`config.mk`:
```
export PLATFORM = sky130hd
export DESIGN_NAME = fds_top
export DESIGN_NICKNAME = d
export VERILOG_FILES = /design/src/design/fds_pkg.sv /design/src/design/fds_bus_map.sv /design/src/design/fds_disk_drive.sv /design/src/design/fds_timer_irq.sv /design/src/design/fds_top.sv
export SDC_FILE = /design/constraint.sdc
export NUM_CORES = 1
export LEC_CHECK = 0
export BUFFER_PORTS_ARGS = -buffer_cell sky130_fd_sc_hd__clkbuf_2
export CORE_MARGIN = 4
export CORE_UTILIZATION = 58
export DETAILED_ROUTE_END_ITERATION = 8
export PLACE_DENSITY = 0.84
export SYNTH_ARGS = -nofsm -noshare
export SYNTH_HDL_FRONTEND = slang
export SYNTH_SLANG_ARGS = --single-unit
```
`constraint.sdc`:
```
create_clock -name clk -period 6.1 [get_ports clk]
set_clock_uncertainty 0.2 [all_clocks]
set_input_delay 1.525 -clock clk [delete_from_list [all_inputs] [get_ports clk]]
set_output_delay 1.525 -clock clk [all_outputs]
set_load 0.02 [all_outputs]
```
`src/design/fds_pkg.sv`:
```
// Single disk side only; PRG space is 22 bits with the disk image region at $40000
package fds_pkg;

	typedef logic [15:0] addr_t;     // CPU address
	typedef logic [7:0]  data_t;     // CPU data
	typedef logic [21:0] prg_addr_t; // PRG memory address
	typedef logic [15:0] pos_t;      // Disk head position

	typedef enum logic [15:0] {
		REG_TIMER_LO     = 16'h4020,
		REG_TIMER_HI     = 16'h4021,
		REG_TIMER_CTRL   = 16'h4022,
		REG_IO_ENABLE    = 16'h4023,
		REG_WRITE_DATA   = 16'h4024,
		REG_DRIVE_CTRL   = 16'h4025,
		REG_IRQ_STATUS   = 16'h4030,
		REG_READ_DATA    = 16'h4031,
		REG_DRIVE_STATUS = 16'h4032,
		REG_EXT_PORT     = 16'h4033
	} reg_addr_e;

	// Block type is byte 0 of every block
	typedef enum logic [2:0] {
		BLK_NONE        = 3'd0,
		BLK_VOLUME      = 3'd1,
		BLK_FILE_COUNT  = 3'd2,
		BLK_FILE_HEADER = 3'd3,
		BLK_FILE_DATA   = 3'd4
	} block_type_e;

	localparam int TCTRL_REPEAT = 0; // $4022 bits
	localparam int TCTRL_ENABLE = 1;

	// $4025 bit positions
	localparam int CTRL_MOTOR  = 0;
	localparam int CTRL_REWIND = 1;
	localparam int CTRL_READ   = 2;
	localparam int CTRL_MIRROR = 3;
	localparam int CTRL_XFER   = 6;
	localparam int CTRL_IRQ    = 7;

	localparam int DISK_OFS_W = 18; // Offset inside the disk region
	localparam pos_t DISK_END_POS = 16'd65499;
	localparam logic [DISK_OFS_W-1:0] SIDE_OFFSET = 18'd16; // Image header skip
	localparam logic [3:0] DISK_REGION_BASE = 4'b0001;     // $40000
	localparam logic [6:0] WRAM_BANK_BASE = 7'b0000001;    // $08000
	localparam logic [8:0] BIOS_BANK_BASE = 9'd0;

	localparam data_t START_MARK = 8'h80;
	localparam data_t EXT_PORT_VALUE = 8'h80; // Battery good

	// Last byte index per block type, CRC bytes are absent from the image
	localparam pos_t VOLUME_LAST  = 16'h0037;
	localparam pos_t COUNT_LAST   = 16'h0001;
	localparam pos_t HEADER_LAST  = 16'h000F;
	localparam pos_t FSIZE_LO_OFS = 16'h000D;
	localparam pos_t FSIZE_HI_OFS = 16'h000E;

endpackage

```
`src/design/fds_bus_map.sv`:
```
// Combinational only; $4031 data comes from PRG memory through prg_aout, not from here
module fds_bus_map (
	input  fds_pkg::addr_t     prg_ain,
	input  logic               prg_read,
	input  logic               timer_irq,
	input  logic               byte_ready,
	input  logic               disk_end,
	input  logic               drive_ready,
	input  logic               eject_btn,
	input  logic               disk_access,
	input  fds_pkg::pos_t      disk_pos,
	output fds_pkg::data_t     prg_dout,
	output logic               prg_bus_write,
	output fds_pkg::prg_addr_t prg_aout,
	output logic               prg_allow
);
	import fds_pkg::*;

	logic                  prg_is_ram;
	logic [DISK_OFS_W-1:0] disk_offset;

	// $6000-$DFFF
	assign prg_is_ram = prg_ain[15] ^ (&prg_ain[14:13]);
	assign disk_offset = SIDE_OFFSET + DISK_OFS_W'(disk_pos);

	always_comb begin
		if (disk_access)
			prg_aout = {DISK_REGION_BASE, disk_offset};
		else if (prg_is_ram)
			prg_aout = {WRAM_BANK_BASE, prg_ain[14:0]}; // Bank from a[14:13]
		else
			prg_aout = {BIOS_BANK_BASE, prg_ain[12:0]};
	end

	always_comb begin
		prg_bus_write = 1'b1;
		case (prg_ain)
			REG_IRQ_STATUS:
				prg_dout = {1'b0, disk_end, 4'd0, byte_ready, timer_irq};
			// Bit 6 reads back as open bus high
			REG_DRIVE_STATUS:
				prg_dout = {4'h4, 1'b0, eject_btn, !drive_ready, eject_btn};
			REG_EXT_PORT:
				prg_dout = EXT_PORT_VALUE;
			default: begin
				prg_dout = '0;
				prg_bus_write = 1'b0;
			end
		endcase
	end

	// Upper reads the mapper does not answer go to memory
	assign prg_allow = (prg_read && prg_ain[15] && !prg_bus_write) || prg_is_ram ||
		disk_access;

endmodule

```
`src/design/fds_disk_drive.sv`:
```
// One side only; no CRC bytes in the image, so block ends come from the block type
module fds_disk_drive #(
	parameter logic [15:0] PRE_GAP_DELAY = 16'd65535,
	parameter logic [15:0] BYTE_DELAY    = 16'd99
) (
	input  logic           clk,
	input  logic           diskreset,
	input  logic           ce,
	input  fds_pkg::addr_t prg_ain,
	input  fds_pkg::data_t prg_din,
	input  fds_pkg::data_t prg_dbus,
	input  logic           prg_read,
	input  logic           prg_write,
	input  logic           eject_btn,
	output logic           io_enabled,
	output logic           status_read,
	output logic           byte_ready,
	output logic           disk_irq,
	output logic           disk_end,
	output logic           drive_ready,
	output logic           disk_access,
	output fds_pkg::pos_t  disk_pos,
	output logic           vertical
);
	import fds_pkg::*;

	logic        motor_on;
	logic        drive_rewind;
	logic        write_mode;
	logic        xfer_on;
	logic        irq_en;
	logic        new_byte;    // Slot not yet consumed by an access
	logic        got_start;
	logic        got_start_d;
	logic        after_pre_gap;
	logic        read_d;
	logic        write_d;
	logic        block_end;
	logic        last_hit;
	logic [15:0] xfer_cnt;
	pos_t        byte_cnt;
	pos_t        file_size;
	block_type_e block_type;
	logic        read_disk;
	logic        write_disk;
	logic        xfer_start;
	logic        step;
	data_t       disk_data;

	assign read_disk = prg_read && (prg_ain == REG_READ_DATA);
	assign write_disk = prg_write && (prg_ain == REG_WRITE_DATA) && write_mode && xfer_on &&
		got_start_d && motor_on && !drive_rewind && !block_end;
	assign disk_access = read_disk || write_disk;
	assign disk_data = write_disk ? prg_din : prg_dbus;
	assign disk_end = (disk_pos == DISK_END_POS);
	assign drive_ready = motor_on && !drive_rewind && !disk_end && !eject_btn;
	assign disk_irq = byte_ready && irq_en;
	assign xfer_start = prg_write && (prg_ain == REG_DRIVE_CTRL) && !xfer_on && prg_din[CTRL_XFER];
	assign step = ((read_d && !write_mode) || write_d) && new_byte; // One ce after the access

	always_comb begin
		case (block_type)
			BLK_VOLUME:      last_hit = (byte_cnt == VOLUME_LAST);
			BLK_FILE_COUNT:  last_hit = (byte_cnt == COUNT_LAST);
			BLK_FILE_HEADER: last_hit = (byte_cnt == HEADER_LAST);
			BLK_FILE_DATA:   last_hit = (byte_cnt == file_size);
			default:         last_hit = 1'b0;
		endcase
	end

	always_ff @(posedge clk) begin
		if (diskreset) begin
			io_enabled <= 1'b0;
			motor_on <= 1'b0;
			drive_rewind <= 1'b0;
			write_mode <= 1'b0;
			vertical <= 1'b0;
			xfer_on <= 1'b0;
			irq_en <= 1'b0;
			byte_ready <= 1'b0;
			new_byte <= 1'b0;
			got_start <= 1'b0;
			got_start_d <= 1'b0;
			after_pre_gap <= 1'b0;
			status_read <= 1'b0;
			read_d <= 1'b0;
			write_d <= 1'b0;
			xfer_cnt <= '0;
			byte_cnt <= '0;
			block_end <= 1'b0;
			block_type <= BLK_NONE;
			disk_pos <= '0;
		end else if (ce) begin
			got_start_d <= got_start;
			read_d <= read_disk;
			write_d <= write_disk;
			status_read <= prg_read && (prg_ain == REG_IRQ_STATUS);

			if (status_read || read_d)
				byte_ready <= 1'b0;

			if ((read_disk && !write_mode) || write_disk) begin
				if (byte_cnt == '0)
					block_type <= block_type_e'(disk_data[2:0]);
				if (block_type == BLK_FILE_HEADER && byte_cnt == FSIZE_LO_OFS)
					file_size[7:0] <= disk_data;
				if (block_type == BLK_FILE_HEADER && byte_cnt == FSIZE_HI_OFS)
					file_size[15:8] <= disk_data;
			end

			if (step) begin
				new_byte <= 1'b0;
				byte_cnt <= byte_cnt + 1'b1;
				if (!disk_end && !block_end)
					disk_pos <= disk_pos + 1'b1;
				if (last_hit)
					block_end <= 1'b1;
			end

			// Gap and byte pacing
			if (drive_rewind) begin
				xfer_cnt <= '0;
				after_pre_gap <= 1'b0;
				disk_pos <= '0;
			end else if (!motor_on) begin
				xfer_cnt <= '0;
				after_pre_gap <= 1'b0;
			end else if (!after_pre_gap) begin
				if (xfer_cnt == PRE_GAP_DELAY) begin
					after_pre_gap <= 1'b1;
					xfer_cnt <= '0;
				end else begin
					xfer_cnt <= xfer_cnt + 1'b1;
				end
			end else if (xfer_cnt == BYTE_DELAY) begin
				xfer_cnt <= '0;
				if (xfer_on) begin
					byte_ready <= 1'b1; // Overwrites an unserviced slot
					new_byte <= 1'b1;
				end
			end else begin
				xfer_cnt <= xfer_cnt + 1'b1;
			end

			if (prg_write) begin
				case (prg_ain)
					REG_IO_ENABLE: io_enabled <= prg_din[0];
					REG_WRITE_DATA: begin
						byte_ready <= 1'b0;
						if (write_mode && xfer_on && prg_din == START_MARK)
							got_start <= 1'b1;
					end
					REG_DRIVE_CTRL: begin
						motor_on <= prg_din[CTRL_MOTOR];
						drive_rewind <= prg_din[CTRL_REWIND];
						write_mode <= !prg_din[CTRL_READ];
						vertical <= !prg_din[CTRL_MIRROR];
						xfer_on <= prg_din[CTRL_XFER];
						irq_en <= prg_din[CTRL_IRQ];
						if (xfer_start) begin
							byte_ready <= write_mode; // Writes may start at once
							new_byte <= 1'b0;
							got_start <= 1'b0;
							got_start_d <= 1'b0;
							byte_cnt <= '0;
							block_end <= 1'b0;
							block_type <= BLK_NONE;
							if (after_pre_gap)
								xfer_cnt <= '0;
						end
						if (!prg_din[CTRL_MOTOR])
							byte_ready <= 1'b0;
					end
					default: ;
				endcase
			end
		end
	end

	assert property (@(posedge clk) disable iff (diskreset) disk_pos <= DISK_END_POS)
		else $error("disk head past the end of the side");

	assert property (@(posedge clk) disable iff (diskreset) !motor_on |-> !byte_ready)
		else $error("byte ready with the motor off");

endmodule

```
`src/design/fds_timer_irq.sv`:
```
// Counter only runs while $4023 bit 0 is set; the flag clears one ce after a $4030 read
module fds_timer_irq (
	input  logic           clk,
	input  logic           diskreset,
	input  logic           ce,
	input  fds_pkg::addr_t prg_ain,
	input  fds_pkg::data_t prg_din,
	input  logic           prg_write,
	input  logic           io_enabled,
	input  logic           status_read,
	output logic           timer_irq
);
	import fds_pkg::*;

	logic [15:0] timer_latch;
	logic [15:0] timer_cnt;
	logic        timer_en;
	logic        timer_repeat;

	always_ff @(posedge clk) begin
		if (diskreset) begin
			timer_en <= 1'b0;
			timer_repeat <= 1'b0;
			timer_irq <= 1'b0;
		end else if (ce) begin
			if (timer_en) begin
				if (timer_cnt == 16'd0) begin
					timer_irq <= 1'b1;
					timer_cnt <= timer_latch; // Reload for repeat mode
					if (!timer_repeat)
						timer_en <= 1'b0;
				end else begin
					timer_cnt <= timer_cnt - 1'b1;
				end
			end

			if (prg_write) begin
				case (prg_ain)
					REG_TIMER_LO: timer_latch[7:0] <= prg_din;
					REG_TIMER_HI: timer_latch[15:8] <= prg_din;
					REG_TIMER_CTRL: begin
						timer_repeat <= prg_din[TCTRL_REPEAT];
						timer_en <= prg_din[TCTRL_ENABLE] && io_enabled;
						if (prg_din[TCTRL_ENABLE] && io_enabled)
							timer_cnt <= timer_latch;
						else
							timer_irq <= 1'b0; // Acknowledge by disabling
					end
					default: ;
				endcase
			end

			if (status_read)
				timer_irq <= 1'b0;

			// Disk I/O off stops the timer as well
			if (!io_enabled) begin
				timer_en <= 1'b0;
				timer_irq <= 1'b0;
			end
		end
	end

	assert property (@(posedge clk) disable iff (diskreset)
		$rose(timer_irq) |-> $past(io_enabled))
		else $error("timer interrupt raised with disk I/O disabled");

endmodule

```
`src/design/fds_top.sv`:
```
// Disk side of the mapper only; no audio, no BIOS patches, single disk side
module fds_top #(
	parameter logic [15:0] PRE_GAP_DELAY = 16'd65535,
	parameter logic [15:0] BYTE_DELAY    = 16'd99
) (
	input  logic               clk,
	input  logic               diskreset,
	input  logic               ce,
	input  fds_pkg::addr_t     prg_ain,
	input  logic               prg_read,
	input  logic               prg_write,
	input  fds_pkg::data_t     prg_din,
	input  fds_pkg::data_t     prg_dbus,
	input  logic               eject_btn,
	input  logic [13:0]        chr_ain,    // PPU address
	output fds_pkg::prg_addr_t prg_aout,
	output logic               prg_allow,
	output fds_pkg::data_t     prg_dout,
	output logic               prg_bus_write,
	output logic               irq,
	output logic               vram_a10
);
	import fds_pkg::*;

	logic timer_irq;
	logic io_enabled;
	logic status_read;
	logic byte_ready;
	logic disk_irq;
	logic disk_end;
	logic drive_ready;
	logic disk_access;
	logic vertical;
	pos_t disk_pos;

	fds_timer_irq timer0 (.*);

	fds_disk_drive #(
		.PRE_GAP_DELAY(PRE_GAP_DELAY),
		.BYTE_DELAY(BYTE_DELAY)
	) drive0 (.*);

	fds_bus_map map0 (.*);

	assign irq = timer_irq | disk_irq;
	assign vram_a10 = vertical ? chr_ain[10] : chr_ain[11]; // Mirroring from $4025 bit 3

endmodule

```
==> results of run 1 <==
where the power goes:
| part | internal [uW] | switching [uW] | total [uW] |
|---|---|---|---|
| Combinational | 31.4 | 61.0 | 92.4 |
| Sequential | 826 | 4.18 | 830 |
| Clock | 718 | 356 | 1070 |
| Total | 1570 | 421 | 2000 |
cells in the mapped netlist (all sizes together), types with 3 or more instances:
library cell  number
and2               6
nor4bb             4
o21bai             3
inv               19
o31ai              4
nand2b            12
nor4              20
o21a               4
nor4b              4
a211oi             5
ha                10
dfxtp             70
nor3b              5
or4b               3
o32ai              4
nor2              79
a31oi              6
a21o              14
nand3b             4
nor2b             10
o21ai             36
nand4             24
nand2             60
o211ai             4
or3                9
o22ai              3
xnor2             31
and3               9
a21oi             28
buf               17
mux2              12
edfxtp            48
nand4b             5
nor3              31
clkbuf            19
mux2i              8
xor2              34
or4                7
nand3             35
state kept, by name, indices dropped and copies added, names as in the netlist, 3 cells and up:
name                count
drive0.block_type       3
drive0.xfer_cnt        16
drive0.byte_cnt        16
timer0.timer_latch     16
drive0.disk_pos        16
timer0.timer_cnt       16
drive0.file_size       16
worst max-delay path: cells and delay by family:
kind          cells  cell delay, ns
simple gates      5            2.07
buf+inv           2            0.34
cells by family after synthesis:
family | synth area share
XOR/XNOR | 0.0856
flip-flops | 0.428
other | 0.000564
multiplexers | 0.0341
AND/OR/NAND/NOR | 0.268
buffers and inverters | 0.0388
adder cells (fa/ha/maj) | 0.0188
AO/OA/AOI/OAI | 0.126
final cells by class:
class / count / area, sq um / area share
multi-input combinational: 563 / 3570 / 0.466
sequential: 118 / 2840 / 0.371
clock buffer: 17 / 425 / 0.0556
timing repair buffer: 70 / 360 / 0.0471
clock inverter: 15 / 210 / 0.0275
tap: 140 / 175 / 0.0229
inverter: 19 / 71.3 / 0.00932
final timing paths:
path	cells past startpoint	startpoint	slack (ns)	end
worst min register to register	2	drive0.got_start$_SDFFE_PP0P_	0.26	drive0.got_start$_SDFFE_PP0P_
worst max register to register	5	timer0.timer_cnt[6]$_DFFE_PP_	2.62	timer0.timer_cnt[13]$_DFFE_PP_
worst min-delay path	2	drive0.got_start$_SDFFE_PP0P_	0.26	drive0.got_start$_SDFFE_PP0P_
worst max-delay path	7	prg_ain[11]	0.45	prg_aout[16]
stage by stage:
| step | area, sq um | setup slack [ns] | util | power, uW | instances |
|---|---|---|---|---|---|
| after floorplan | 6670 | 0.452 | - | 902 | 736 |
| after global placement | 7020 | 0.526 | 0.636 | 934 | 910 |
| after detailed placement | 7020 | 0.500 | 0.636 | 937 | 910 |
| after CTS | 7650 | 0.492 | 0.694 | 2000 | 942 |
| after global routing | 7650 | 0.400 | 0.694 | 2050 | 942 |
| final | 7650 | 0.451 | 0.694 | 2000 | 942 |
per-layer routing:
layer / part of all wire / global-route usage
met1: 0.41 / 0.327
met2: 0.49 / 0.428
met3: 0.076 / 0.0600
met4: 0.025 / 0.123
met5: 0 / 0
==> metrics, run 1 <==
WP data arrival=3.92 ns; crit-path max FO=8; final hold vios=0; final setup fails=0; core area=0.0110 sq mm; YS warnings=0; Clock Latency Late Sink=0.43 ns; layout cells sized above 1=0.166; Nets=851; chip height=115 microns; unrepaired setup endpoints after global routing=false; Die W=115 microns; post-CTS setup repair buffer count=0; leading post-synthesis cells by cell area=edfxtp_1, dfxtp_1, xor2_1; Slew Viols, Final=0; area grow syn2layout=15.2%; Total GRT Usage=0.261; leading cell type in the layout, fill and taps excluded=nor2_1; Leak=0.00275 uW; CTS H-tree depth=4; filler instances=834; Post-synth EDFFs=48; antenna diode count=0; Synth area leader=edfxtp_1; Reg clk slew, reported paths=0.05 ns; Min-Delay Path Class=flop to flop; CP cell instances=clkbuf_2 > or4_1 > or4_4 > nor3_2 > nor2_1 > nor4_1 > clkbuf_2; Slew Limit Headroom=0.222; Initial Util=0.603; Syn Area/Cell=9.11 sq um; measured slew at the worst slew-check pin=1.16 ns; largest net degree at the start of global routing=33; crit-path max cell delay=0.62 ns; fmax=177 MHz; CP most frequent cell=clkbuf_2; most frequent cells in the layout=nor2_1, dfxtp_1, clkbuf_2, nand2_1, edfxtp_1; Post-Syn Instances=730; Num CTS Buffers=17; drt via density=6.23; Residual DRC=0; peak supply drop=0.262 mV; initial drt markers=550; Power Density=261 mW/mm^2; # Max-Cap Violations=0; CP max-delay cell=or4_1; Mapped Area=0.00665 sq mm; area of the die=0.0132 sq mm; initial antenna violation count=0; number of global-route vias before repair=5757; ys flop type=dfxtp_1; area share of the largest cell type after synthesis=0.217; drt pass-1 iters=5; CTS tree=done; Final Critical Period=5.65 ns; routed wire length=16700 microns; Hold-fix buffers, CTS=0; total grt overflow=0; Root Buffer=clkbuf_16; Routed WL per cell=17.7 microns; CP endpoint kind=output pin; library cells used by synthesis=73; ANT nets after route=0; global placer's final weighted congestion=0.940; clk buf depth=2; Post-synth ARST share=0; hpwl dp=11600 microns; WP data required=4.38 ns; Post-Route Setup TNS=0 ns; CTS resizes=0; first-pass GRT wire length=27500 microns; fin crit share=0.926; sequential area share after synthesis=0.428; status=completed; row cnt=38; DR vias=5864; final hold slack=0.259 ns; clock sink total=118; # port buffers=66; critical path class=primary input to output pin; I/O pins=86; CP Launch Type=primary input; post-synthesis register bit count=118
(Power assumes the default switching activity.)
==> run 2, diff against run 1 <==
==> constraint.sdc (replaced) <==
create_clock -name clk -period 6.05 [get_ports clk]
set_clock_uncertainty 0.2 [all_clocks]
set_input_delay 1.5125 -clock clk [delete_from_list [all_inputs] [get_ports clk]]
set_output_delay 1.5125 -clock clk [all_outputs]
set_load 0.02 [all_outputs]
==> metrics, run 2 (synthesized netlist as in run 1, its figures left out) <==
CTS H-tree depth=4 (unchanged); placed cell area=0.00702 sq mm (unchanged); Die W=115 microns (unchanged); Initial Util=0.603 (unchanged); Slew Viols, Final=0 (unchanged); WP data required=4.34 ns (-0.04 ns); CTS tree=done; final hold vios=0 (unchanged); Logic pwr share=0.048 (+0.002); hpwl dp=11800 microns (+1.9%); first-pass GRT wire length=27100 microns (-1.3%); multi-input logic area=0.00357 sq mm (unchanged); Leak=0.00273 uW (-0.76%); Routed WL per cell=17.5 microns (-1.1%); clock sink total=118 (unchanged); # Max-Cap Violations=0 (unchanged); initial drt markers=488 (-11%); largest net degree at the start of global routing=33 (unchanged); Reg clk slew, reported paths=0.05 ns (about the same); DR vias=5871 (+0.12%); core area=0.0110 sq mm (unchanged); Final Critical Period=5.57 ns; post-CTS setup repair buffer count=0 (unchanged); fin crit share=0.920; area grow syn2layout=14.4%; measured slew at the worst slew-check pin=1.15 ns (-0.00773 ns); Root Buffer=clkbuf_16; CP endpoint kind=output pin; Residual DRC=0 (unchanged); row cnt=38 (unchanged); Power Density=253 mW/mm^2 (-2.9%); critical path class=primary input to output pin; Reg area=0.00284 sq mm (unchanged); CP Launch Type=primary input; Slew Limit Headroom=0.228 (+0.00519); layout cells sized above 1=0.163 (-0.00249); fin area=0.00761 sq mm (-0.62%); Reg power frac=0.435 (+0.019); drt pass-1 iters=6 (+1); crit path launch=prg_ain[11]; # port buffers=66 (unchanged); peak supply drop=0.181 mV (-31%); most frequent cells in the layout=nor2_1, dfxtp_1, clkbuf_2, nand2_1, edfxtp_1; Min-Delay Path Class=flop to flop; unrepaired setup endpoints after global routing=false; sw frac=0.219 (+0.00775); fmax=180 MHz; I/O pins=86 (unchanged); Hold-fix buffers, CTS=0 (unchanged); antenna diode count=0 (unchanged); filler instances=824 (-1.2%); leading cell type in the layout, fill and taps excluded=nor2_1; Pwr Total=1930 uW (-3.6%); Nets=851 (unchanged); crit-path max FO=8 (unchanged); initial antenna violation count=0 (unchanged); critical hold path startpoint=drive0.got_start$_SDFFE_PP0P_; Clock Latency Late Sink=0.42 ns (about the same); Post-Route Setup TNS=0 ns (unchanged); chip height=115 microns (unchanged); worst flop-to-flop path startpoint=timer0.timer_cnt[5]$_DFFE_PP_; total grt overflow=0 (unchanged); Sw Pwr=421 uW (about the same); Total GRT Usage=0.257 (-0.00455); drt via density=6.23 (+0.12%); number of global-route vias before repair=5670 (-1.5%); routed wire length=16500 microns (-1.1%); global placer's final weighted congestion=0.939 (about the same); status=completed; Num CTS Buffers=17 (unchanged); ANT nets after route=0 (unchanged); final setup fails=0 (unchanged); CTS resizes=0 (unchanged); clk buf depth=2 (unchanged); area of the die=0.0132 sq mm (unchanged); Internal=1500 uW (-4.5%); power share of the clock group=0.517 (-0.021); WP data arrival=3.85 ns (-0.07 ns)
-- run 2: cell types whose count changed in the layout (fill, tap and decap cells not counted) --
cell	delta
bufinv_16	-2
clkinv_1	+2
clkinv_4	+2
clkinv_2	-1
clkinvlp_4	-1
-- run 2: layer usage --
layer  routed length, microns  part of all wire  global-route usage  vias up
met5                        0                 0                   0        -
met4                      274             0.017              0.0884        0
met3                     1280             0.077              0.0595       30
met2                     8000              0.48               0.429      269
met1                     6970              0.42               0.328     2792
li1                         -                 -                   -     2780
-- run 2: layout make-up --
type | instances | area share
Timing Repair Buffer | 70 | 0.0474
Tap cell | 140 | 0.0230
Sequential cell | 118 | 0.374
Multi-Input combinational cell | 563 | 0.469
Inverter | 19 | 0.00937
Clock inverter | 15 | 0.0214
Clock buffer | 17 | 0.0559
-- run 2: power groups by stage --
| stage | Combinational, uW | Clock (uW) | Sequential [uW] |
|---|---|---|---|
| after detailed placement | 91.7 | 0 | 853 |
| after floorplan | 58.0 | 0 | 852 |
| after global routing | 101 | 1050 | 837 |
| final | 93.2 | 995 | 837 |
| after CTS | 92.3 | 1000 | 837 |
| after global placement | 89.2 | 0 | 853 |
-- run 2: critical path, stage by stage --
cell	delay, ns
clkbuf_2	0.09
or4_1	0.62
or4_4	0.61
nor3_2	0.22
nor2_1	0.20
nor4_1	0.36
clkbuf_2	0.23
-- run 2: final timing paths --
path                                    end  cells past startpoint  slack, ns
max                            prg_aout[16]                      7       0.48
min           drive0.got_start$_SDFFE_PP0P_                      2       0.25
max reg2reg  timer0.timer_cnt[13]$_DFFE_PP_                      5       2.57
min reg2reg   drive0.got_start$_SDFFE_PP0P_                      2       0.25
-- run 2: through the flow --
step | instances | hold slack, ns | util | worst slack (ns)
finish | 942 | 0.255 | 0.690 | 0.485
global route | 942 | 0.283 | 0.690 | 0.422
floorplan | 736 | 0.232 | - | 0.427
detailed placement | 910 | 0.252 | 0.636 | 0.514
CTS | 942 | 0.258 | 0.690 | 0.507
global placement | 910 | 0.249 | 0.636 | 0.501
